## config.mk

```make
export PLATFORM = sky130hd
export DESIGN_NAME = frameMemory_flat
export DESIGN_NICKNAME = d
export VERILOG_FILES = /design/src/hw/fixedPointPkg.sv /design/src/hw/autocorrPkg.sv /design/src/hw/memPort.sv /design/src/hw/frameMemory.sv /design/src/flat_wrapper.sv
export VERILOG_INCLUDE_DIRS = /design/src /design/src/hw
export SDC_FILE = /design/constraint.sdc
export NUM_CORES = 2
export LEC_CHECK = 0
export ABC_CLOCK_PERIOD_IN_PS = 8200
export BUFFER_PORTS_ARGS = -buffer_cell sky130_fd_sc_hd__buf_2
export CAP_MARGIN = 20
export CORE_MARGIN = 2
export CORE_UTILIZATION = 40
export DETAILED_ROUTE_END_ITERATION = 7
export GPL_TIMING_DRIVEN = 1
export SYNTH_ARGS = -nofsm -noshare
export SYNTH_HDL_FRONTEND = slang
export SYNTH_SLANG_ARGS = --single-unit
```

## constraint.sdc

```tcl
create_clock -name clk -period 8.2 [get_ports clk]
set_clock_uncertainty 0.2 [all_clocks]
set_input_delay 1.23 -clock clk [delete_from_list [all_inputs] [get_ports clk]]
set_output_delay 1.23 -clock clk [all_outputs]
set_load 0.005 [all_outputs]
```

## src/hw/lpc_macros.svh

```systemverilog
////////////////////////////////////////
// LPC front end sizing
// frame length and prediction order
////////////////////////////////////////
`ifndef LPC_MACROS_SVH
`define LPC_MACROS_SVH

`define FRAME_LEN 240 // samples per analysis frame
`define LPC_ORDER 10  // highest autocorrelation lag

`endif

```

## src/hw/fixedPointPkg.sv

```systemverilog
////////////////////////////////////////
// Fixed-point arithmetic
// q15/q31 words, double-precision split, basic ops
////////////////////////////////////////
package fixedPointPkg;

	typedef logic signed [15:0] q15; // sample word
	typedef logic signed [31:0] q31; // accumulator word

	typedef struct packed {
		logic signed [15:0] high; // upper half, signed
		logic [15:0] low;         // raw lower bits, halved on output
	} dpfHalves;

	// one result word, seen whole or split into halves
	typedef union packed {
		q31 value;
		dpfHalves halves;
	} dpfWord;

	localparam q31 Q31Max = 32'sh7fffffff;
	localparam q31 Q31Min = 32'sh80000000;

	// acc + 2*a*b, saturating on the product and on the sum
	function automatic q31 macSat(input q31 acc, input q15 a, input q15 b, output logic ovf);
		q31 prod;
		logic signed [32:0] sum;
		ovf = 1'b0;
		prod = a * b;
		if (prod == 32'sh40000000) begin // -1 * -1 case
			prod = Q31Max;
			ovf = 1'b1;
		end else begin
			prod = prod <<< 1;
		end
		sum = acc + prod; // 33 bit, catches carry out
		if (sum[32] != sum[31]) begin
			ovf = 1'b1;
			return sum[32] ? Q31Min : Q31Max;
		end
		return sum[31:0];
	endfunction

	// redundant sign bits, zero maps to zero
	function automatic logic [4:0] normShift(input q31 x);
		logic [4:0] n;
		logic stop;
		n = '0;
		stop = 1'b0;
		if (x == 0) return '0;
		for (int i = 30; i >= 0; i--) begin
			if (!stop && x[i] == x[31]) n = n + 1'b1; // still a sign copy
			else stop = 1'b1;
		end
		return n;
	endfunction

	function automatic q31 shiftLeftSat(input q31 x, input logic [4:0] n);
		q31 shifted;
		shifted = x <<< n;
		if ((shifted >>> n) != x) return x[31] ? Q31Min : Q31Max; // bits lost
		return shifted;
	endfunction

endpackage

```

## src/hw/autocorrPkg.sv

```systemverilog
////////////////////////////////////////
// Autocorrelation control types
////////////////////////////////////////
package autocorrPkg;

	typedef logic [7:0] frameAddr; // 0..239
	typedef logic [3:0] lagIndex;  // 0..10

	typedef enum logic [2:0] {
		phIdle,      // waiting on a full frame
		phEnergy,    // lag 0 pass
		phRescale,   // samples >>> 2 after overflow
		phNormalize, // shift count, emit lag 0
		phLag,       // lags 1..order
		phFinish     // wait out the output stage
	} enginePhase;

endpackage

```

## src/hw/memPort.sv

```systemverilog
////////////////////////////////////////
// Frame memory port bundle
// one address, write strobe, write and read data
////////////////////////////////////////
interface memPort;
	import fixedPointPkg::*;
	import autocorrPkg::*;

	frameAddr address;
	logic writeEn;
	q15 writeData;
	q15 readData; // one cycle after address

	modport requester(output address, output writeEn, output writeData, input readData);
	modport memory(input address, input writeEn, input writeData, output readData);

endinterface

```

## src/hw/frameMemory.sv

```systemverilog
////////////////////////////////////////
// Frame store, 240 x q15
// load port and engine port, registered reads
////////////////////////////////////////
`include "lpc_macros.svh"

module frameMemory (
	input logic clk,
	memPort.memory loadPort,
	memPort.memory enginePort
);
	import fixedPointPkg::*;

	q15 samples [`FRAME_LEN];

	// engine wins, the loader is held off while busy anyway
	always_ff @(posedge clk) begin
		if (enginePort.writeEn) begin
			samples[enginePort.address] <= enginePort.writeData; // rescale write back
		end else if (loadPort.writeEn) begin
			samples[loadPort.address] <= loadPort.writeData;
		end
	end

	always_ff @(posedge clk) begin
		loadPort.readData <= samples[loadPort.address];
		enginePort.readData <= samples[enginePort.address]; // old data on same cycle write
	end

endmodule

```

## src/flat_wrapper.sv

```systemverilog
// flat-port wrapper written by rule: the top's interface ports become plain ports
module frameMemory_flat import fixedPointPkg::*;
  (clk, loadPort_address, loadPort_writeEn, loadPort_writeData, loadPort_readData, enginePort_address, enginePort_writeEn, enginePort_writeData, enginePort_readData);
  memPort loadPort_i ();
  memPort enginePort_i ();
  input logic clk;
  input wire logic [$bits(loadPort_i.address)-1:0] loadPort_address;
  input wire logic [$bits(loadPort_i.writeEn)-1:0] loadPort_writeEn;
  input wire logic [$bits(loadPort_i.writeData)-1:0] loadPort_writeData;
  output wire logic [$bits(loadPort_i.readData)-1:0] loadPort_readData;
  input wire logic [$bits(enginePort_i.address)-1:0] enginePort_address;
  input wire logic [$bits(enginePort_i.writeEn)-1:0] enginePort_writeEn;
  input wire logic [$bits(enginePort_i.writeData)-1:0] enginePort_writeData;
  output wire logic [$bits(enginePort_i.readData)-1:0] enginePort_readData;
  assign loadPort_i.address = loadPort_address;
  assign loadPort_i.writeEn = loadPort_writeEn;
  assign loadPort_i.writeData = loadPort_writeData;
  assign loadPort_readData = loadPort_i.readData;
  assign enginePort_i.address = enginePort_address;
  assign enginePort_i.writeEn = enginePort_writeEn;
  assign enginePort_i.writeData = enginePort_writeData;
  assign enginePort_readData = enginePort_i.readData;
  frameMemory u_core (.clk(clk), .loadPort(loadPort_i), .enginePort(enginePort_i));
endmodule
```

# Yosys cells after proc, flatten, opt, wreduce, memory -nomap -nowiden
# Memory sizes are Yosys's and may differ from the RTL's. A register that Yosys moved wholly into a read port is not among the register bits.
# Cells that the tools add are included.
[classes]
shift = 0
n_div = 0
multipliers = 0
reduce_logical = 1
n_eq_ne = 0
add_sub_neg = 0
bitwise = 0
n_mux = 8
magnitude_cmp = 0
[op_table]
columns = ["operator", "n"]
rows = [
  ["two-way mux 16 bit", 1],
  ["OR reduction 16 bit", 1],
  ["two-way mux 8 bit", 1],
  ["two-way mux 1 bit", 6],
]
[totals]
word_cells = 10
ram_bits = 3840
romBits = 0
reg_bits = 0
memories = 1
latch_bits = 0
[memory_table]
columns = ["memory", "words", "width", "read_ports", "rd_clocked_by_memory_dff", "write_ports", "line_no", "source"]
rows = [
  ["u_core.samples", 240, 16, 2, 2, 1, "frameMemory.sv:14", "q15 samples [`FRAME_LEN];"],
]

# Logic depth before layout (Yosys ltp)
[logic_depth]
word_depth = 5
depth_mapped = 13
mapped_depth_nobuf = 7

# Worst setup path before layout
# No wires, ideal clock.
[synth_path]
path_type = "input port to flip-flop"
from = "input port loadPort_writeEn"
to = "memory u_core.samples[0][10] (netlist bit) (data pin)"
setup_slack_ns = 1.966
setup_ns = 0.784
path_buffers = 3
stages = 6
t_required_ns = 7.216
arrival_time_ns = 5.251
path_cell_list = "nor2b_1 -> clkbuf_1 -> buf_1 -> clkbuf_1 -> nand2_1 -> nand2_1"
[synth_via]
elab_chain_cells = 5
[synth_rtl]
columns = ["element", "line_no", "source"]
rows = [
  ["start: declaration", "flat_wrapper.sv:8", "input wire logic [$bits(loadPort_i.writeEn)-1:0] loadPort_writeEn;"],
  ["two-way mux 1 bit", "frameMemory.sv:20", "end else if (loadPort.writeEn) begin"],
  ["two-way mux 1 bit", "frameMemory.sv:18", "if (enginePort.writeEn) begin"],
  ["two-way mux 1 bit (not written as such)", "frameMemory.sv:21", "samples[loadPort.address] <= loadPort.writeData;"],
  ["OR reduction 16 bit (no line)", "--", ""],
  ["two-way mux 16 bit (no line)", "--", ""],
  ["end: declaration", "frameMemory.sv:14", ""],
]
# No other way between the ends.

==> metrics.csv <==
metric,value,unit
syn_to_final_growth,13.35,%
synth_flop_cell,edfxtp_1,
cp.required,8.85,ns
worst_setup_path_end_kind,flip-flop,
final_cell_mix,"3840 x edfxtp_1, 1951 x mux4_2, 532 x buf_4",
final_common_cell,edfxtp_1,
root_buffer,clkbuf_16,
cap_viol_max_count,0,
drtIter0Drc,19936,
final_core_util,45.51,%
routabilityCongestion,1.013,
grt_pass1_wl,952200,µm
hp-class,in -> reg,
syn_area,180200,µm²
status,"finished, final reports clean",
grt_pass1_vias,107417,
die_w,675.1,µm
syn_inst,9074,
synth_top_area_share,64.00,%
port_buffers,82,
min_period,5.426,ns
hpwl,457800,µm
clock_latency,1.05,ns
start_util,40.15,%
finalSetupViolations,0,
ctsHoldBuffers,0,
hold_path_depth,3,
ant_nets,0,
ys_ff_latch,3872,
detail_route.wl_per_cell,44.97,µm
ys_seq_area_share,64.35,%
grt_max_degree,177,
rows,246,
grt_usage,30.83,%
path_cells,"buf_12, buf_4, buf_4, mux2_2, o22ai_1, o31ai_1, nor3_1, nand3_1, nor2_1, nor3_1",
path_clk_slew,0.06,ns
num_vias,110756,
critPathArrivalTime,6.08,ns
hold_violations,0,
r2r_setup_slack,4.30,ns
clock-sinks,3872,
setup_slack,2.774,ns
crit_buf_inv,3,
peakVddDrop,0.1732,mV
max_stage_delay,0.87,ns
p_total,45.43,mW
power_density,222.4,nW/µm²
htreeDepth,5,
holdPathEnd,u_core.samples[162][0],
reg2regPathDepth,7,
die_h,675.1,µm
postRouteWirelength,712000,µm
cts.repair.resized,0,
crit_slowest_cell,o31ai_1,
core,448800,µm²
synth_nets,9125,
first_pass_iters,6,
r2r_end,u_core.loadPort.readData[2],
antenna_found_initial,99,
leakagePower,62.88,nW
numCtsBuffers,413,
avgSynthCellArea,19.86,µm²
cts_tree,yes,
cts_setup_buffers,0,
async_reset_ff_share,0,%
layout-drive-gt1-share,36.60,%
grt-ovfl-total,0,
cts_buffer_depth,4,
critPathLaunchType,input pin,
ys_types,68,
max_slew.worst_pin.slew,1.499,ns
period_share,66.17,%
worstSetupPathType,in -> reg,
drc,0,
slew_headroom,0.04693,%
fin_nets,9515,
ys.warnings.count,0,
timing.final.max_slew_violations,0,
synth_edf_count,3840,
fmax,184.3,MHz
rsz0062_at_grt,no,
dieArea,455800,µm²
reg2reg_from,u_core.samples[168][2],
min-delay-start,loadPort_writeData[0],
synth_top_cell_by_area,edfxtp_1,
synth_area_leaders,"edfxtp_1 64%, mux4_2 24%, mux2i_1 2.4%, nand2_1 0.99%, nor2_1 0.79%",
path_delay_family,simple AND/OR/NAND/NOR gates,
critical_path_peak_fanout,80,
drt-vias-per-instance,6.996,
place_ws,1.974,ns
boundaryPins,83,
fin_tns_setup,0,ns
## Yosys cell counts (29+ instances only)
master,instances
edfxtp_1,3840
mux4_2,1951
nand2_1,474
mux2i_1,441
nor2_1,378
clkbuf_1,258
buf_2,190
a21oi_1,129
o22ai_1,114
a22oi_1,112
buf_6,105
nand3_1,105
o221ai_1,105
buf_4,101
o21ai_0,83
a211oi_1,64
buf_1,58
nor3_1,57
a31oi_1,48
a221oi_1,46
and3_1,42
dfxtp_1,32
a22o_1,29
mux2_2,29
## flip-flops by register name, indices dropped and copies added, names as in the netlist
name / count
u_core.samples: 3840
u_core.enginePort.readData: 16
u_core.loadPort.readData: 16
## final cells by class
| class | count | area [µm²] |
|---|---|---|
| clock buffers | 520 | 10930 |
| multi-input cells | 4465 | 61020 |
| diodes | 71 | 177.7 |
| repair buffers | 700 | 6248 |
| inverters | 12 | 70.07 |
| fillers | 37680 | 244500 |
| flip-flops and latches | 3872 | 116000 |
| well taps | 5952 | 7447 |
| clock inverters | 239 | 2391 |
## worst max-delay path by stage
stage	from	endpoint	slack, ns	cells past startpoint
detailed placement	loadPort_address[0]	u_core.loadPort.readData[13]	1.97	10
global route	loadPort_address[0]	u_core.loadPort.readData[2]	2.80	10
finish	loadPort_address[0]	u_core.loadPort.readData[2]	2.77	10
CTS	loadPort_address[0]	u_core.loadPort.readData[15]	3.02	8
global placement	loadPort_address[4]	u_core.loadPort.readData[9]	0.92	8
floorplan	loadPort_writeEn	u_core.samples[0][10]	1.97	6
## kinds of logic (layout without fill, tap and decap cells)
| logic type | Yosys count | in the layout | share of synthesized area [%] |
|---|---|---|---|
| flops | 3872 | 3872 | 64.35 |
| simple gates | 1179 | 1179 | 2.804 |
| buf+inv | 737 | 1471 | 2.408 |
| other cells | 0 | 71 | 0 |
| mux | 2421 | 2421 | 27.02 |
| compound gates | 865 | 865 | 3.415 |
## where the power goes
| part | internal, mW | switching (mW) |
|---|---|---|
| Sequential | 22.0 | 0.124 |
| Clock | 10.6 | 8.18 |
| Combinational | 1.42 | 3.02 |
## tightest hold or removal path: cells and delay by family
kind / cells / cell delay (ns)
buf+inv: 1 / 0.07
simple gates: 2 / 0.31
## per-stage QoR
step / hold WS, ns / std cells / area, µm²
2_1_floorplan: 0.5505 / 9074 / 180200
3_3_place_gp: 0.8585 / 14942 / 189700
3_5_place_dp: 0.8628 / 14990 / 190600
4_1_cts: 0.5393 / 15749 / 203900
5_1_grt: 0.5866 / 15792 / 204100
6_report: 0.5579 / 15831 / 204200
## layer usage
| metal | up-vias | track usage, % | share of wire (%) |
|---|---|---|---|
| li1 | 40191 | - | - |
| met3 | 1928 | 9.057 | 13 |
| met2 | 9110 | 45.61 | 44 |
| met4 | 50 | 20.67 | 8.1 |
| met1 | 59477 | 39.51 | 35 |
| met5 | - | 0 | 0.063 |
Power figures use the tool's default switching activity.
