`src/hw/lpc_macros.svh`:
```
////////////////////////////////////////
// LPC front end sizing
// frame length and prediction order
////////////////////////////////////////
`ifndef LPC_MACROS_SVH
`define LPC_MACROS_SVH

`define FRAME_LEN 240 // samples per analysis frame
`define LPC_ORDER 10  // highest autocorrelation lag

`endif

```
`src/hw/fixedPointPkg.sv`:
```
////////////////////////////////////////
// Fixed-point arithmetic
// q15/q31 words, double-precision split, basic ops
////////////////////////////////////////
package fixedPointPkg;

	typedef logic signed [15:0] q15; // sample word
	typedef logic signed [31:0] q31; // accumulator word

	typedef struct packed {
		logic signed [15:0] high; // upper half, signed
		logic [15:0] low;         // raw lower bits, halved on output
	} dpfHalves;

	// one result word, seen whole or split into halves
	typedef union packed {
		q31 value;
		dpfHalves halves;
	} dpfWord;

	localparam q31 Q31Max = 32'sh7fffffff;
	localparam q31 Q31Min = 32'sh80000000;

	// acc + 2*a*b, saturating on the product and on the sum
	function automatic q31 macSat(input q31 acc, input q15 a, input q15 b, output logic ovf);
		q31 prod;
		logic signed [32:0] sum;
		ovf = 1'b0;
		prod = a * b;
		if (prod == 32'sh40000000) begin // -1 * -1 case
			prod = Q31Max;
			ovf = 1'b1;
		end else begin
			prod = prod <<< 1;
		end
		sum = acc + prod; // 33 bit, catches carry out
		if (sum[32] != sum[31]) begin
			ovf = 1'b1;
			return sum[32] ? Q31Min : Q31Max;
		end
		return sum[31:0];
	endfunction

	// redundant sign bits, zero maps to zero
	function automatic logic [4:0] normShift(input q31 x);
		logic [4:0] n;
		logic stop;
		n = '0;
		stop = 1'b0;
		if (x == 0) return '0;
		for (int i = 30; i >= 0; i--) begin
			if (!stop && x[i] == x[31]) n = n + 1'b1; // still a sign copy
			else stop = 1'b1;
		end
		return n;
	endfunction

	function automatic q31 shiftLeftSat(input q31 x, input logic [4:0] n);
		q31 shifted;
		shifted = x <<< n;
		if ((shifted >>> n) != x) return x[31] ? Q31Min : Q31Max; // bits lost
		return shifted;
	endfunction

endpackage

```
`src/hw/autocorrPkg.sv`:
```
////////////////////////////////////////
// Autocorrelation control types
////////////////////////////////////////
package autocorrPkg;

	typedef logic [7:0] frameAddr; // 0..239
	typedef logic [3:0] lagIndex;  // 0..10

	typedef enum logic [2:0] {
		phIdle,      // waiting on a full frame
		phEnergy,    // lag 0 pass
		phRescale,   // samples >>> 2 after overflow
		phNormalize, // shift count, emit lag 0
		phLag,       // lags 1..order
		phFinish     // wait out the output stage
	} enginePhase;

endpackage

```
`src/hw/resultWriter.sv`:
```
////////////////////////////////////////
// Result output stage
// registers high/low split and lag, flags frame end
////////////////////////////////////////
module resultWriter (
	input logic clk,
	input logic reset,
	input fixedPointPkg::dpfWord resultWord,
	input autocorrPkg::lagIndex resultLag,
	input logic resultStrobe,
	input logic lastResult,
	output fixedPointPkg::q15 rHigh,
	output logic [15:0] rLow,
	output autocorrPkg::lagIndex rLag,
	output logic rValid,
	output logic frameDone
);
	logic lastHeld; // rValid now carries the final lag

	always_ff @(posedge clk) begin
		if (resultStrobe) begin
			rHigh <= resultWord.halves.high;
			rLow <= {1'b0, resultWord.halves.low[15:1]}; // low half >> 1
			rLag <= resultLag;
		end
	end

	always_ff @(posedge clk) begin
		if (reset) begin
			rValid <= 1'b0;
			lastHeld <= 1'b0;
			frameDone <= 1'b0;
		end else begin
			rValid <= resultStrobe;
			lastHeld <= resultStrobe && lastResult;
			frameDone <= rValid && lastHeld; // one cycle after last rValid
		end
	end

endmodule

```
`config.mk`:
```
export PLATFORM = sky130hd
export DESIGN_NAME = resultWriter
export DESIGN_NICKNAME = d
export VERILOG_FILES = /design/src/hw/lpc_macros.svh /design/src/hw/fixedPointPkg.sv /design/src/hw/autocorrPkg.sv /design/src/hw/resultWriter.sv
export SDC_FILE = /design/constraint.sdc
export NUM_CORES = 1
export LEC_CHECK = 0
export BUFFER_PORTS_ARGS = -buffer_cell sky130_fd_sc_hd__buf_4
export CORE_ASPECT_RATIO = 2
export CORE_UTILIZATION = 38
export CTS_BUF_LIST = sky130_fd_sc_hd__clkbuf_4
export CTS_CLUSTER_DIAMETER = 50
export DETAILED_ROUTE_END_ITERATION = 8
export GPL_TIMING_DRIVEN = 0
export PLACE_DENSITY = 0.79
export SETUP_SLACK_MARGIN = 0.2
export SLEW_MARGIN = 15
export SYNTH_ARGS = -nofsm -noshare
export SYNTH_HDL_FRONTEND = slang
export SYNTH_SLANG_ARGS = --single-unit
```
`constraint.sdc`:
```
create_clock -name clk -period 0.8 [get_ports clk]
set_clock_uncertainty 0.05 [all_clocks]
set_input_delay 0.16 -clock clk [delete_from_list [all_inputs] [get_ports clk]]
set_output_delay 0.16 -clock clk [all_outputs]
set_load 0.01 [all_outputs]
```
-- Yosys cells after proc, flatten, opt, wreduce, memory -nomap -nowiden
Cells that the tools add are included.
- register bits: 38
- input port bits: 40
- logic and storage cells: 8
- reductions and logical operators: 2
- operators with widths (cell ; number):
    logical AND 1 bit ; 2

-- Longest topological paths before layout
Gate-level depths: netlist of the first run.
- depth after elaboration: 1
- depth in mapped cells: 1

-- Worst setup path before layout of the first run
OpenSTA, ideal clock, no wires.
- path kind: register -> register
- start: register rValid
- end: register frameDone
- arrival: 513 ps
- data required time: 633 ps
- setup slack: 121 ps
- stages on the path, launching flop included: 2
- clock period less this slack: 679 ps
- cell sequence: dfxtp_1 and3b_2
- longest elaborated chain between the ends: 1
- ends and longest elaborated chain (what ; line ; text):
    start, declared ; resultWriter.sv:15 ; output logic rValid,
    start signal, assigned ; resultWriter.sv:34 ; rValid <= resultStrobe;
    logical AND 1 bit ; resultWriter.sv:36 ; frameDone <= rValid && lastHeld;
    end signal, assigned ; resultWriter.sv:36 ;
    end, declared ; resultWriter.sv:16 ; output logic frameDone
No other way between the ends.
A chain may end at the register's enable or synchronous reset.

-- Worst setup path in the final report of the first run
- start: register rLow[4]
- end: output port rLow[4]
- RTL lines (what ; line ; text):
    start, declared ; resultWriter.sv:13 ; output logic [15:0] rLow,
    start signal, assigned ; resultWriter.sv:23 ; rLow <= {1'b0, resultWord.halves.low[15:1]};
No word-level cell between the ends.

==> results.md, run 1 <==
* Layout cells sized above 1 at 0.696
* Setup WS post-layout at -0.289 ns
* Cell area after synthesis at 1150 µm²
* Mapped Avg Cell Area at 26.8 µm²
* Drt wl/cell at 15.4 µm
* Post-synth EDFFs at 35
* Final setup fails at 37
* Status: finished, violations left
* CTS tree: yes
* Core area at 2800 µm²
* GR Util met1 at 0.164
* Post-Synth Adder-Cell Area at 0
* Simple-Gate Fraction of Synth Area at 0.0250
* Async set or reset register ratio after synthesis at 0
* Dominant cell by count in the synthesized netlist: edfxtp_1
* Synth warnings at 0
* Placed inst area at 1750 µm²
* Clk_lat worst skew at 0.33 ns
* I/O pins at 78
* Sequential-to-total area share from yosys stat at 0.965
* Num CTS Buffers at 5
* Sequential share of power at 0.623
* Area growth syn-to-layout at 67.9%
* Synth area leader: edfxtp_1
* Slew Limit Fails at 0
* Failing checks: hold timing, setup timing
* Sw Pwr at 0.793 mW
* CP max FO at 1
* Period Utilization, post-route at 1.36
* Antenna viol nets, final at 0
* Die height at 79.8 µm
* Core Rows at 27
* HP Class: input pin to register
* Internal power at 3.05 mW
* Sw Share at 0.206
* Final Hold Fails at 35
* Vias per cell at 4.54
* Max Buffers Root-to-Sink at 2
* Congestion Overflow GR at 0
* Clock share of power at 0.232
* Worst EP arrival at 0.88 ns
* DP Cell Count at 147
* Largest net degree at the start of global routing at 38
* First-pass GRT wire length at 3240 µm
* Setup Fix Bufs, Post-CTS at 0
* Synth Area in Compound Gates at 0
* Share of the synthesized area in the top cell type at 0.913
* Met2 GRT Util at 0.250
* Initial drt markers at 9
* GPL Wtd Cong at 0.624
* Cell Count, Final, Fillers Out at 154
* RSZ-0062 raised after global routing: true
* Final #Nets at 165
* Syn Nets at 83
* Number of port buffers at 75
* Ant. Diodes at 0
* Yosys reg bits at 38
* Required @ worst endpoint at 0.59 ns
* F_max at 918 MHz
* Mux contribution to synthesized area at 0
* Max incr delay on CP at 0.41 ns
* Dominant cells by area after synthesis: edfxtp_1 91%, dfxtp_1 5.2%, and3b_2 1.7%, and2b_2 0.76%, buf_4 0.65%
* Clk sink count at 38
* Total detailed-routing wirelength at 2370 µm
* Initial antenna violation count at 0
* Most used routing layer: met2
* CP cell instances: buf_6
* Power share of the combinational group at 0.144
* Drt first pass iters at 4
* Leakage at 0.828 nW
* Vias at 699
* H-tree depth at 2
* Synthesized instance count at 43
* Die footprint at 3270 µm²
* Clock root cell: clkbuf_4
* Die width at 40.9 µm
* Met3 Resource Use GR at 0.0780
* Setup total negative slack at -9.63 ns
* Prevailing post-synth register cell: edfxtp_1
* Vias in the first global route at 652
* Largest family of logic cells by synthesized area: simple AND/OR/NAND/NOR gates
* Pwr/cell area at 1990 nW/µm²
* Peak VDD IR at 0.00133 V
* Startpoint Class: register
* Critical-path top delay cell: edfxtp_1
* Tot GR Track Use at 0.163
* Setup Crit Path Kind: register to primary output
* Initial Utilization at 0.411
* Family with the most delay on the worst path: flip-flops
* Hold slack at -0.0560 ns
* Distinct cell type count after synthesis at 6
* Number of fillers in the final layout at 208
* # DRC at 0
* Fin area at 1930 µm²
* Worst setup EP type: primary output
* XOR/XNOR Fraction of Synth Area at 0
* Period minus WS final at 1.09 ns
* Worst-path clk slew at 0.10 ns
* Commonest cells post-synth: 35 x edfxtp_1, 3 x dfxtp_1, 2 x and3b_2
* CP bufs+invs at 1
* MaxCap Viol Count at 0
==> per-layer routing <==
layer / share of wire / vias to the layer above / routed length, µm
li1: - / 328 / -
met1: 0.26 / 320 / 616
met2: 0.61 / 41 / 1460
met3: 0.080 / 10 / 189
met4: 0.046 / 0 / 109
met5: 0 / - / 0
==> sequential cells by signal, indices dropped and copies added, names as in the netlist <==
| name | count |
|---|---|
| frameDone | 1 |
| rLow | 15 |
| rValid | 1 |
| rLag | 4 |
| lastHeld | 1 |
| rHigh | 16 |
==> layout by cell type (no fill, tap or decap) <==
cell type  instances
and2b_2            1
and3b_2            2
buf_4             41
buf_6             35
clkbuf_4           6
clkinv_1           1
conb_1             1
dfxtp_1            1
dfxtp_2            2
edfxtp_1          35
==> per-stage QoR <==
stage               setup slack (ns)   util  total power, mW
floorplan                      0.144      -             2.51
global placement              -0.136  0.625             2.88
detailed placement            -0.160  0.625             2.90
CTS                           -0.297  0.664             3.82
global route                  -0.354  0.689             4.02
finish                        -0.289  0.689             3.85
==> power groups by stage <==
stage / Clock (mW) / Sequential, mW / Combinational [mW]
2_1_floorplan: 0 / 2.50 / 0.0113
3_3_place_gp: 0 / 2.41 / 0.468
3_5_place_dp: 0 / 2.42 / 0.483
4_1_cts: 0.920 / 2.38 / 0.517
5_1_grt: 1.02 / 2.42 / 0.588
6_report: 0.893 / 2.40 / 0.555
==> cell families (layout without fill, tap and decap cells) <==
| kind of cell | count (synthesis) | after routing |
|---|---|---|
| flip-flops | 38 | 38 |
| AND/OR/NAND/NOR | 3 | 3 |
| other | 1 | 1 |
| buffers and inverters | 1 | 83 |
==> final cells by class <==
cell class                 count  area, µm²  share of cell area
multi-input combinational      4       32.5              0.0168
clock buffer                   6       45.0              0.0233
tap                           29       36.3              0.0188
buffer                         1       7.51             0.00388
sequential                    38       1110               0.576
clock inverter                 1       3.75             0.00194
timing repair buffer          75        694               0.359
==> final timing paths <==
path,from,endpoint,slack [ns],depth (start not counted)
setup / recovery,rLow[4],rLow[4],-0.29,1
hold / removal,resultLag[0],rLag[0],-0.06,1
setup reg to reg,rValid,frameDone,0.13,1
hold reg to reg,lastHeld,frameDone,0.47,1
==> repair_timing <==
| action | 4_1_cts | 5_1_grt |
|---|---|---|
| gates resized for setup | 17 | 19 |
| endpoints found under the hold margin | 35 | 35 |
| endpoints found under the setup margin | 54 | 38 |
| gates cloned | 0 | 0 |
No activity file was read; power rests on OpenSTA's default activity.
==> run 2: changes to the inputs <==
PLACE_DENSITY = 0.74   (was 0.79)
==> run 2 against run 1 <==
Compared with the run above:
- the run still ends with hold timing, setup timing left
- critical endpoint is now rHigh[10]
- sequential share of layout area is 1.8 points lower
- largest cell class unchanged
- final area rose by 3.2%
- highest routed layer unchanged
- fmax fell by 1.3%
- final cell count grew 0.65%
==> results.md, run 2 (synthesis gave the netlist of run 1 again) <==
* Critical-path top delay cell: edfxtp_1
* Required @ worst endpoint at 0.59 ns (about the same)
* Worst Reg2Reg Path Length in Cells at 1 (unchanged)
* Failing checks: hold timing, setup timing
* Period minus WS final at 1.10 ns (+0.0145 ns)
* Clock root cell: clkbuf_4
* Number of port buffers at 75 (unchanged)
* Ant. Diodes at 0 (unchanged)
* Worst EP arrival at 0.89 ns (about the same)
* Core area at 2800 µm² (unchanged)
* I/O pins at 78 (unchanged)
* Congestion Overflow GR at 0 (unchanged)
* # DRC at 0 (unchanged)
* RSZ-0062 raised after global routing: true
* Layout cells sized above 1 at 0.706 (+0.0103)
* Final setup fails at 37 (unchanged)
* H-tree depth at 2 (unchanged)
* Family with the most delay on the worst path: flip-flops
* Max reg flops at 16 (unchanged)
* Antenna viol nets, final at 0 (unchanged)
* First-pass GRT wire length at 3330 µm (+2.5%)
* HP Class: input pin to register
* Num CTS Buffers at 5 (unchanged)
* Vias per cell at 4.69 (+3.3%)
* Clk sink count at 38 (unchanged)
* Initial Utilization at 0.411 (unchanged)
* Register-to-register setup slack at 0.13 ns (about the same)
* Period Utilization, post-route at 1.38 (+0.0181)
* Hold slack at -0.0685 ns (-0.0125 ns)
* Most frequent cells in the layout: 40 x buf_4, 36 x buf_6, 35 x edfxtp_1, 5 x clkbuf_4
* Die footprint at 3270 µm² (unchanged)
* GPL Wtd Cong at 0.638 (+2.3%)
* Layout Utilization at 0.711 (+0.0219)
* Setup WS post-layout at -0.304 ns (-0.0145 ns)
* Leakage at 0.856 nW (+3.3%)
* Worst path depth at 1 (unchanged)
* Final #Nets at 165 (unchanged)
* Largest net degree at the start of global routing at 38 (unchanged)
* Most flop-heavy register: rHigh
* Area growth syn-to-layout at 73.3%
* Placed inst area at 1750 µm² (unchanged)
* CP cell instances: buf_6
* Drt wl/cell at 15.4 µm (-0.18%)
* Die height at 79.8 µm (unchanged)
* Most common cell after layout, fill and taps aside: buf_4
* Top Registers: rHigh (16), rLow (15), rLag (4)
* Clk_lat worst skew at 0.33 ns (about the same)
* Peak VDD IR at 0.00180 V (+36%)
* Core Rows at 27 (unchanged)
* Startpoint Class: register
* CP bufs+invs at 1 (unchanged)
* Die width at 40.9 µm (unchanged)
* Worst setup EP type: primary output
* Max incr delay on CP at 0.41 ns (about the same)
* Hold Crit Depth at 1 (unchanged)
* Tot GR Track Use at 0.160 (-0.00275)
* Total detailed-routing wirelength at 2380 µm (+0.46%)
* Max Buffers Root-to-Sink at 2 (unchanged)
* Initial drt markers at 11 (+2)
* Vias at 727 (+4.0%)
* Status: finished, violations left
* Worst-path clk slew at 0.12 ns (+0.02 ns)
* Slew Limit Fails at 0 (unchanged)
* Drt first pass iters at 3 (-1)
* Vias in the first global route at 727 (+12%)
* Setup Crit Path Kind: register to primary output
* CTS tree: yes
* Pwr/cell area at 2290 nW/µm² (+15%)
* MaxCap Viol Count at 0 (unchanged)
* Initial antenna violation count at 0 (unchanged)
* Number of fillers in the final layout at 186 (-11%)
* Final Hold Fails at 35 (unchanged)
* Dpl ws at -0.170 ns (-0.00993 ns)
* Fin area at 1990 µm² (+3.2%)
* CP max FO at 1 (unchanged)
* F_max at 906 MHz (-1.3%)
run 2: cell types whose count changed in the layout (fill, tap and decap cells not counted):
cell,change
clkbuf_4,-1
clkinv_4,+1
buf_4,-1
clkinv_1,-1
bufinv_16,+2
buf_6,+1
run 2: where the power goes:
| part | total, mW | leakage [nW] | switching, mW | internal (mW) |
|---|---|---|---|---|
| combinational | 0.557 | 0.432 | 0.189 | 0.368 |
| clock | 1.61 | 0.0554 | 0.628 | 0.977 |
| sequential | 2.40 | 0.368 | 0.0665 | 2.33 |
run 2: area by class of cell:
type	count	area [µm²]	area share
repair buffers	75	698	0.350
well taps	29	36.3	0.0182
multi-input cells	4	32.5	0.0163
plain buffers	1	7.51	0.00376
clock buffers	5	37.5	0.0188
clock inverters	3	68.8	0.0345
flip-flops and latches	38	1110	0.558
run 2: path summary, 6_finish.rpt:
path                               startpoint        end
worst max-delay path                rHigh[10]  rHigh[10]
worst min-delay path            resultWord[2]    rLow[1]
worst max register to register         rValid  frameDone
worst min register to register       lastHeld  frameDone
run 2: timing repair:
action,in CTS,in global routing
setup buffers,0,0
endpoints found under the setup margin,38,52
gates resized for setup,25,12
endpoints found under the hold margin,35,35
cloned,0,0
run 2: through the flow:
stage / TNS (ns) / cells / hold slack (ns) / total power [mW]
global placement: -5.00 / 147 / 0.289 / 2.88
finish: -10.37 / 155 / -0.0685 / 4.56
floorplan: 0 / 43 / 0.209 / 2.51
detailed placement: -6.12 / 147 / 0.289 / 2.91
global route: -12.39 / 155 / -0.109 / 4.76
CTS: -11.05 / 155 / -0.0834 / 4.58
run 2: metal layers:
layer	up-vias	track usage	share of wire
li1	327	-	-
met1	344	0.145	0.30
met2	49	0.267	0.58
met3	7	0.0696	0.097
met4	0	0.0900	0.029
met5	-	0	0
