===== config.mk =====
export PLATFORM = sky130hd
export DESIGN_NAME = autocorrEngine_flat
export DESIGN_NICKNAME = d
export VERILOG_FILES = /design/src/hw/fixedPointPkg.sv /design/src/hw/autocorrPkg.sv /design/src/hw/memPort.sv /design/src/hw/autocorrEngine.sv /design/src/flat_wrapper.sv
export VERILOG_INCLUDE_DIRS = /design/src /design/src/hw
export SDC_FILE = /design/constraint.sdc
export NUM_CORES = 1
export LEC_CHECK = 0
export ABC_AREA = 0
export BUFFER_PORTS_ARGS = -buffer_cell sky130_fd_sc_hd__buf_4
export CAP_MARGIN = 5
export CORE_MARGIN = 5
export CORE_UTILIZATION = 50
export CTS_CLUSTER_SIZE = 20
export DETAILED_ROUTE_END_ITERATION = 7
export PLACE_DENSITY_LB_ADDON = 0.05
export SLEW_MARGIN = 20
export SYNTH_ARGS = -nofsm -noshare
export SYNTH_HDL_FRONTEND = slang
export SYNTH_SLANG_ARGS = --single-unit

===== constraint.sdc =====
create_clock -name clk -period 20.5 [get_ports clk]
set_input_delay 2.05 -clock clk [delete_from_list [all_inputs] [get_ports clk]]
set_output_delay 2.05 -clock clk [all_outputs]
set_load 0.01 [all_outputs]

===== src/hw/lpc_macros.svh =====
////////////////////////////////////////
// LPC front end sizing
// frame length and prediction order
////////////////////////////////////////
`ifndef LPC_MACROS_SVH
`define LPC_MACROS_SVH

`define FRAME_LEN 240 // samples per analysis frame
`define LPC_ORDER 10  // highest autocorrelation lag

`endif


===== src/hw/fixedPointPkg.sv =====
////////////////////////////////////////
// Fixed-point arithmetic
// q15/q31 words, double-precision split, basic ops
////////////////////////////////////////
package fixedPointPkg;

	typedef logic signed [15:0] q15; // sample word
	typedef logic signed [31:0] q31; // accumulator word

	typedef struct packed {
		logic signed [15:0] high; // upper half, signed
		logic [15:0] low;         // raw lower bits, halved on output
	} dpfHalves;

	// one result word, seen whole or split into halves
	typedef union packed {
		q31 value;
		dpfHalves halves;
	} dpfWord;

	localparam q31 Q31Max = 32'sh7fffffff;
	localparam q31 Q31Min = 32'sh80000000;

	// acc + 2*a*b, saturating on the product and on the sum
	function automatic q31 macSat(input q31 acc, input q15 a, input q15 b, output logic ovf);
		q31 prod;
		logic signed [32:0] sum;
		ovf = 1'b0;
		prod = a * b;
		if (prod == 32'sh40000000) begin // -1 * -1 case
			prod = Q31Max;
			ovf = 1'b1;
		end else begin
			prod = prod <<< 1;
		end
		sum = acc + prod; // 33 bit, catches carry out
		if (sum[32] != sum[31]) begin
			ovf = 1'b1;
			return sum[32] ? Q31Min : Q31Max;
		end
		return sum[31:0];
	endfunction

	// redundant sign bits, zero maps to zero
	function automatic logic [4:0] normShift(input q31 x);
		logic [4:0] n;
		logic stop;
		n = '0;
		stop = 1'b0;
		if (x == 0) return '0;
		for (int i = 30; i >= 0; i--) begin
			if (!stop && x[i] == x[31]) n = n + 1'b1; // still a sign copy
			else stop = 1'b1;
		end
		return n;
	endfunction

	function automatic q31 shiftLeftSat(input q31 x, input logic [4:0] n);
		q31 shifted;
		shifted = x <<< n;
		if ((shifted >>> n) != x) return x[31] ? Q31Min : Q31Max; // bits lost
		return shifted;
	endfunction

endpackage


===== src/hw/autocorrPkg.sv =====
////////////////////////////////////////
// Autocorrelation control types
////////////////////////////////////////
package autocorrPkg;

	typedef logic [7:0] frameAddr; // 0..239
	typedef logic [3:0] lagIndex;  // 0..10

	typedef enum logic [2:0] {
		phIdle,      // waiting on a full frame
		phEnergy,    // lag 0 pass
		phRescale,   // samples >>> 2 after overflow
		phNormalize, // shift count, emit lag 0
		phLag,       // lags 1..order
		phFinish     // wait out the output stage
	} enginePhase;

endpackage


===== src/hw/memPort.sv =====
////////////////////////////////////////
// Frame memory port bundle
// one address, write strobe, write and read data
////////////////////////////////////////
interface memPort;
	import fixedPointPkg::*;
	import autocorrPkg::*;

	frameAddr address;
	logic writeEn;
	q15 writeData;
	q15 readData; // one cycle after address

	modport requester(output address, output writeEn, output writeData, input readData);
	modport memory(input address, input writeEn, input writeData, output readData);

endinterface


===== src/hw/autocorrEngine.sv =====
////////////////////////////////////////
// Autocorrelation engine
// energy pass with rescale, normalize, lags 1..order
////////////////////////////////////////
`include "lpc_macros.svh"

module autocorrEngine (
	input logic clk,
	input logic reset,
	input logic frameFull,
	output logic busy,
	memPort.requester enginePort,
	output fixedPointPkg::dpfWord resultWord,
	output autocorrPkg::lagIndex resultLag,
	output logic resultStrobe,
	output logic lastResult
);
	import fixedPointPkg::*;
	import autocorrPkg::*;

	enginePhase phase;
	frameAddr idx;         // sample pointer, also finish counter
	lagIndex lag;          // current lag
	logic step;            // 0: fetch j, 1: fetch j+lag or write back
	logic pend;            // a product's data arrives this cycle
	logic ovfSticky;       // any saturation in the energy pass
	q31 acc;
	q15 sampleJ;           // held x[j] for the lag product
	logic [4:0] normCount; // shift taken from lag 0
	q15 macA;
	q31 macNext;
	logic macOvf;
	logic [4:0] energyNorm;
	frameAddr lagLimit;

	assign macA = (phase == phLag) ? sampleJ : enginePort.readData; // square vs cross product
	assign energyNorm = normShift(acc);
	assign lagLimit = frameAddr'(`FRAME_LEN) - frameAddr'(lag); // products per lag

	always_comb begin
		macNext = macSat(acc, macA, enginePort.readData, macOvf);
	end

	////////////////////////////////////////
	// memory port drive
	////////////////////////////////////////
	always_comb begin
		enginePort.address = idx;
		enginePort.writeEn = 1'b0;
		enginePort.writeData = enginePort.readData >>> 2; // sign kept
		case (phase)
			phRescale: enginePort.writeEn = step; // data for idx is back
			phLag: if (step) enginePort.address = idx + frameAddr'(lag);
			default: ;
		endcase
	end

	////////////////////////////////////////
	// sequencer
	////////////////////////////////////////
	always_ff @(posedge clk) begin
		resultStrobe <= 1'b0;
		lastResult <= 1'b0;
		if (reset) begin
			phase <= phIdle;
			busy <= 1'b0;
			step <= 1'b0;
			pend <= 1'b0;
			ovfSticky <= 1'b0;
		end else begin
			case (phase)
				phIdle: begin
					if (frameFull) begin
						busy <= 1'b1;
						phase <= phEnergy;
						idx <= '0;
						pend <= 1'b0;
						acc <= 32'sd1; // energy starts from one
						ovfSticky <= 1'b0;
					end
				end
				phEnergy: begin
					if (pend) begin
						acc <= macNext;
						ovfSticky <= ovfSticky | macOvf;
					end
					if (idx != frameAddr'(`FRAME_LEN)) begin
						idx <= idx + 1'b1; // stream one read per cycle
						pend <= 1'b1;
					end else begin
						pend <= 1'b0;
						if (!pend && ovfSticky) begin // pass drained, overflowed
							phase <= phRescale;
							idx <= '0;
							step <= 1'b0;
						end else if (!pend) begin
							phase <= phNormalize;
						end
					end
				end
				phRescale: begin
					step <= ~step;
					if (step) begin
						idx <= idx + 1'b1;
					end else if (idx == frameAddr'(`FRAME_LEN)) begin
						phase <= phEnergy; // run the energy pass again
						idx <= '0;
						step <= 1'b0;
						pend <= 1'b0;
						acc <= 32'sd1;
						ovfSticky <= 1'b0;
					end
				end
				phNormalize: begin
					normCount <= energyNorm;
					resultWord.value <= shiftLeftSat(acc, energyNorm); // lag 0
					resultLag <= '0;
					resultStrobe <= 1'b1;
					phase <= phLag;
					lag <= 4'd1;
					idx <= '0;
					step <= 1'b0;
					pend <= 1'b0;
					acc <= '0;
				end
				phLag: begin
					if (step) begin
						sampleJ <= enginePort.readData; // x[j]
						idx <= idx + 1'b1;
						pend <= 1'b1;
						step <= 1'b0;
					end else begin
						if (pend) acc <= macNext; // x[j] * x[j+lag]
						pend <= 1'b0;
						if (idx != lagLimit) begin
							step <= 1'b1;
						end else if (!pend) begin
							resultWord.value <= shiftLeftSat(acc, normCount);
							resultLag <= lag;
							resultStrobe <= 1'b1;
							idx <= '0;
							acc <= '0;
							if (lag == lagIndex'(`LPC_ORDER)) begin
								lastResult <= 1'b1;
								phase <= phFinish;
							end else begin
								lag <= lag + 1'b1;
							end
						end
					end
				end
				phFinish: begin
					// busy drops with frameDone, two cycles after the last strobe
					if (idx == '0) begin
						idx <= 8'd1;
					end else begin
						busy <= 1'b0;
						phase <= phIdle;
					end
				end
				default: phase <= phIdle;
			endcase
		end
	end

endmodule


===== src/flat_wrapper.sv =====
// flat-port wrapper written by rule: the top's interface ports become plain ports
module autocorrEngine_flat import fixedPointPkg::*; import autocorrPkg::*;
  (clk, reset, frameFull, busy, resultWord, resultLag, resultStrobe, lastResult, enginePort_address, enginePort_writeEn, enginePort_writeData, enginePort_readData);
  memPort enginePort_i ();
  input logic clk;
  input logic reset;
  input logic frameFull;
  output logic busy;
  output fixedPointPkg::dpfWord resultWord;
  output autocorrPkg::lagIndex resultLag;
  output logic resultStrobe;
  output logic lastResult;
  output wire logic [$bits(enginePort_i.address)-1:0] enginePort_address;
  output wire logic [$bits(enginePort_i.writeEn)-1:0] enginePort_writeEn;
  output wire logic [$bits(enginePort_i.writeData)-1:0] enginePort_writeData;
  input wire logic [$bits(enginePort_i.readData)-1:0] enginePort_readData;
  assign enginePort_address = enginePort_i.address;
  assign enginePort_writeEn = enginePort_i.writeEn;
  assign enginePort_writeData = enginePort_i.writeData;
  assign enginePort_i.readData = enginePort_readData;
  autocorrEngine u_core (.clk(clk), .reset(reset), .frameFull(frameFull), .busy(busy), .enginePort(enginePort_i), .resultWord(resultWord), .resultLag(resultLag), .resultStrobe(resultStrobe), .lastResult(lastResult));
endmodule

* Word level (Yosys, flattened, before mapping)
Index checks and enable logic that the tools add are counted.
** Word-level totals
- Register bits after elaboration :: 110
- Input port bits :: 19
- Output and inout port bits :: 64
- Logic and storage cells :: 418
** Cells by class
- $add $sub $neg :: 35
- Multipliers :: 1
- Eq/ne operators :: 62
- Shift operators :: 4
- Muxes and demuxes :: 215
- Bitwise logic cells :: 4
- Reduce and logical (&&, ||, !) cells :: 83
** Operators by type and width (number)
- $mux W32 :: 19
- $mux W5 :: 62
- $pmux W32 S5 :: 1
- $add A5 B1 Y5 const B :: 30
- $mux W1 :: 93
- $mux W8 :: 11
- $ne A32 B32 Y1 :: 2
- $pmux W32 S2 :: 1
- $sshl A32 B5 Y32 :: 2
- $sshr A32 B5 Y32 :: 2
- $pmux W8 S6 :: 1
- $add A32 B32 Y33 :: 1
- $mux W3 :: 11
- $eq A32 B32 Y1 const B :: 1
- $logic_not A32 Y1 :: 1
- $mul A16 B16 Y32 :: 1
- $eq A1 B1 Y1 :: 31
- $logic_and A1 B1 Y1 :: 31
- $logic_not A1 Y1 :: 31
- $mux W4 :: 7
- $ne A2 B2 Y1 const B :: 9
- $pmux W3 S6 :: 1
- $mux W16 :: 1
- $pmux W4 S2 :: 2
- 37 further kinds :: 52

* Logic depth before layout (Yosys ltp)
- Depth in word-level cells :: 131
- Mapped depth :: 101
- Gate-level depth less buffers :: 92

* Least setup slack after synthesis
OpenSTA, ideal clock, no wires.
- Kind :: reg2reg
- Start :: register u_core.acc[31]
- End :: register u_core.resultWord[30] (netlist name), data pin
- Setup time :: 277 ps
- Arrival :: 17738 ps
- Required time :: 20223 ps
- Path slack :: 2485 ps
- Cell stages (with the launch flop) :: 98
- Path buffers :: 11
- Period minus slack after synthesis :: 18015 ps
- Path through :: edfxtp_1 buf_2 buf_2 clkbuf_1 clkbuf_1 buf_1 buf_1 clkbuf_1 nand2_1 nor2_1 a211oi_1 ha_1 o31ai_1 a21oi_1 ha_1 xor2_1 a2111oi_0 a311o_1 (+62 left out) mux2i_1 nand2_1 o21ai_0 nor2_1 mux2_2 nor2_1 a211oi_1 o31ai_1 and2_1 mux2_2 a2111oi_2 o2111a_1 o2111ai_1 nor4_4 or3_1 buf_4 buf_6 o221ai_1
** On the way
- Word-level cells in the longest chain between the ends :: 131
- Elaborated cells between the ends (all ways) :: 269
- Those cells by class :: add/sub (30); eq/ne (33); shift (4); mux (141); reduce/logical (61)
** Ends and longest elaborated chain
- from (decl) :: RTL line autocorrEngine.sv:27 : q31 acc;
- from (signal assigned) :: RTL line autocorrEngine.sv:84 : acc <= macNext;
- from (signal assigned) :: RTL line autocorrEngine.sv:133 : if (pend) acc <= macNext;
- branches (longest 130 deep; another with $add A5 B1 Y5)
- $pmux W32 S2 * :: RTL line autocorrEngine.sv:71 : case (phase)
- to (decl) :: RTL line autocorrEngine.sv:13 : output fixedPointPkg::dpfWord resultWord,
Mark *: on every way between the ends. The select of a mux whose other input is x is not followed.
A chain may end at the register's enable or synchronous reset.

* Worst setup path in the final report
- Start :: register u_core.acc[31]
- End :: register u_core.resultWord[27] (netlist name), data pin
Same word-level chain as after synthesis.

==> flow_summary_export.csv <==
group,metric,value,unit
run_status,outcome,"finished clean",
logic_synthesis,yosysTopAreaCell,"fa_1",
sta,setup_viol,0,
detailed_routing,drt_iter0_markers,2487,
setup_path,cp.arrival,19.50,ns
floorplanning,die_x,250,um
clock_network,ctsResizeCount,0,
logic_synthesis,ys_ff_latch,110,
place,place.gp.congestion,0.967,
grt,grt.busiest_layer,"met2",
layout,final_cells,4390,
logic_synthesis,synth_top_family_by_area,"adder cells",
logic_synthesis,synth_simple_gate_area_share,20.7,%
logic_synthesis,synth_edf_count,101,
clock_network,cts.sinks,110,
clock_network,htreeDepth,3,
detailed_routing,antenna_left,0,
layout,drive_gt1_share,8.77,%
floorplanning,die-area,62500,um^2
layout,synthToLayoutAreaGrowth,5.05,%
setup_path,required,20.64,ns
sta,relSlewSlack,26.7,%
logic_synthesis,yosysTopAreaCellShare,18.3,%
logic_synthesis,async_flop_share,0,%
layout,final.fill_count,5542,
logic_synthesis,ys.flop_type,"edfxtp_1",
detailed_routing,dr.pass1.iters,6,
place,dpl.hpwl,77800,um
place,dp.cells,4373,
logic_synthesis,synth_most_common_cell,"nand2_1",
clock_network,cts_tree,"done",
setup_path,endpoint_kind,"flop",
logic_synthesis,synth_compound_area_share,18.8,%
grt,grtUsageTotal,31.3,%
detailed_routing,viasPerCell,6.20,
flow_run,maxCapViolCount,0,
floorplanning,core-area,57400,um^2
setup_path,crit_path_max_fanout,44,
place,port_buffers,82,
logic_synthesis,yosys_warnings,0,
setup_path,crit_path_max_incr_delay,0.73,ns
sta,setup_slack,1.14,ns
clock_network,cts_hold_buf,0,
logic_synthesis,synth.avg_cell_area,7.75,um^2
floorplanning,initial_core_util,50.2,%
sta,final.setup_skew,0.0217,ns
sta,fin_crit_sh,94.5,%
detailed_routing,remaining_drc_errors,0,
logic_synthesis,synth_nets,4151,
logic_synthesis,netlist_area,28800,um^2
grt,grt_pass1_vias,27300,
clock_network,cts_buffers,9,
grt,use_met1,40.6,%
place,place_ws,1.23,ns
sta,tightest_slew,1.09,ns
setup_path,slowest_stage,"a21boi_0",
grt,grt.met3_usage,3.50,%
sta,maxSlewViolCount,0,
floorplanning,dieHeight,250,um
clock_network,clkLatencyLatePin,0.42,ns
detailed_routing,wl_per_cell,23.0,um
logic_synthesis,synthDistinctLibCells,101,
detailed_routing,routed_wl,101000,um
sta,fmax,0.0516,GHz
logic_synthesis,yosys-top-cells-area,"fa_1 18%, edfxtp_1 11%, nand2_1 7.0%, ha_1 6.6%, mux2i_1 5.5%",
logic_synthesis,synth.area.mux_share,8.93,%
setup_path,crit_path_frequent_cell,"ha_1",
detailed_routing,via_count,27200,
logic_synthesis,ys_seq_area_share,11.2,%
sta,post-route-min-period,19.36,ns
grt,gr-usage-met2,52.8,%
clock_network,cts_buffer_depth,2,
floorplanning,io_pins,83,
clock_network,post_cts_buffers,0,
logic_synthesis,synth_fa_ha_area_share,25.1,%
grt,grt_pass1_wl,156000,um
grt,grt_max_degree,74,
logic_synthesis,synth-xor-area-share,6.25,%
setup_path,cp-start-kind,"flop",
logic_synthesis,synth_commonest_cells,"534 x nand2_1, 380 x inv_1, 264 x fa_1",
layout,layout.nets,4054,
clock_network,path_clk_slew,0.10,ns
grt,overflow,0,
logic_synthesis,netlist_instances,3717,
sta,hold_viol,0,
clock_network,clockRootBuffer,"clkbuf_16",
floorplanning,rows,88,
layout,n_antenna_cell,0,
setup_path,crit_type,"reg -> reg",
hold_path,hold_path.class,"reg -> reg",
grt,antenna_found_initial,0,
-- layer usage --
layer	wire [um]	share of wire [%]
met1	41400	41
met2	47800	47
met3	6590	6.5
met4	5120	5.1
met5	0	0
-- final cells by class --
cell class | instances | area [um^2] | share of cell area [%]
sequential | 110 | 3210 | 10.6
clock buffer | 9 | 225 | 0.744
clock inverter | 7 | 75.1 | 0.248
timing repair buffer | 161 | 1250 | 4.13
inverter | 386 | 1450 | 4.79
tap | 765 | 957 | 3.16
multi-input combinational | 2952 | 23100 | 76.3
-- placed cells by master (no fill, tap or decap), types with 34 or more instances in the layout --
master    Yosys  routed
ha_1        151     151
o21ai_0     226     224
buf_4        18     157
nand2b_1     44      44
and2_1      111     111
nand3_1      78      78
edfxtp_1    101     101
nand2_1     534     533
a21o_1       34      34
inv_1       380     379
a211oi_1     48      47
o211ai_1     53      53
nor2b_1      39      39
a21oi_1     223     223
nor2_1      250     247
mux2i_1     157     156
xor2_1       56      56
xnor2_1     100     100
mux2_2       43      43
nor3_1       68      67
fa_1        264     264
-- cell families after synthesis --
kind of cell,after synthesis
flops,110
compound gates,849
mux,223
xor+xnor,177
buf+inv,655
simple gates,1281
fa+ha+maj,422
-- worst max-delay path, delay by kind of cell, from the launching register on --
| kind | cells | cell delay [ns] |
|---|---|---|
| and+or+nand+nor | 23 | 3.58 |
| buffers and inverters | 7 | 1.28 |
| DFF | 1 | 0.37 |
| adders and majority gates | 15 | 4.85 |
| xor gates and xnor gates | 1 | 0.21 |
| muxes | 4 | 0.86 |
| AOI/OAI and AO/OA | 39 | 7.84 |
-- state kept, by name (all words and copies together) (netlist names) --
| signal | cells |
|---|---|
| u_core.lag | 4 |
| u_core.busy | 1 |
| u_core.lastResult | 1 |
| u_core.resultWord | 32 |
| u_core.phase | 3 |
| u_core.normCount | 5 |
| u_core.resultStrobe | 1 |
| u_core.sampleJ | 16 |
| u_core.idx | 8 |
| u_core.ovfSticky | 1 |
| u_core.step | 1 |
| u_core.acc | 32 |
| u_core.pend | 1 |
| u_core.resultLag | 4 |
-- final timing paths --
| check | slack, ns | to | from | cells past startpoint |
|---|---|---|---|---|
| max | 1.14 | u_core.resultWord[27] | u_core.acc[31] | 89 |
| min | 0.51 | u_core.busy | u_core.busy | 2 |
| max reg2reg | 1.14 | u_core.resultWord[27] | u_core.acc[31] | 89 |
| min reg2reg | 0.51 | u_core.busy | u_core.busy | 2 |
-- per-stage QoR --
stage	util [%]	TNS, ns	cell area [um^2]	hold WS [ns]
6_report	52.8	0	30300	0.512
4_1_cts	52.6	0	30200	0.519
5_1_grt	52.8	-0.364	30300	0.545
3_5_place_dp	52.1	0	29900	0.502
3_3_place_gp	52.1	0	29900	0.509
2_1_floorplan	-	0	28800	0.471
Power is not shown: default switching activity piles up to over one toggle a cycle in this logic, so the estimate is an artifact.
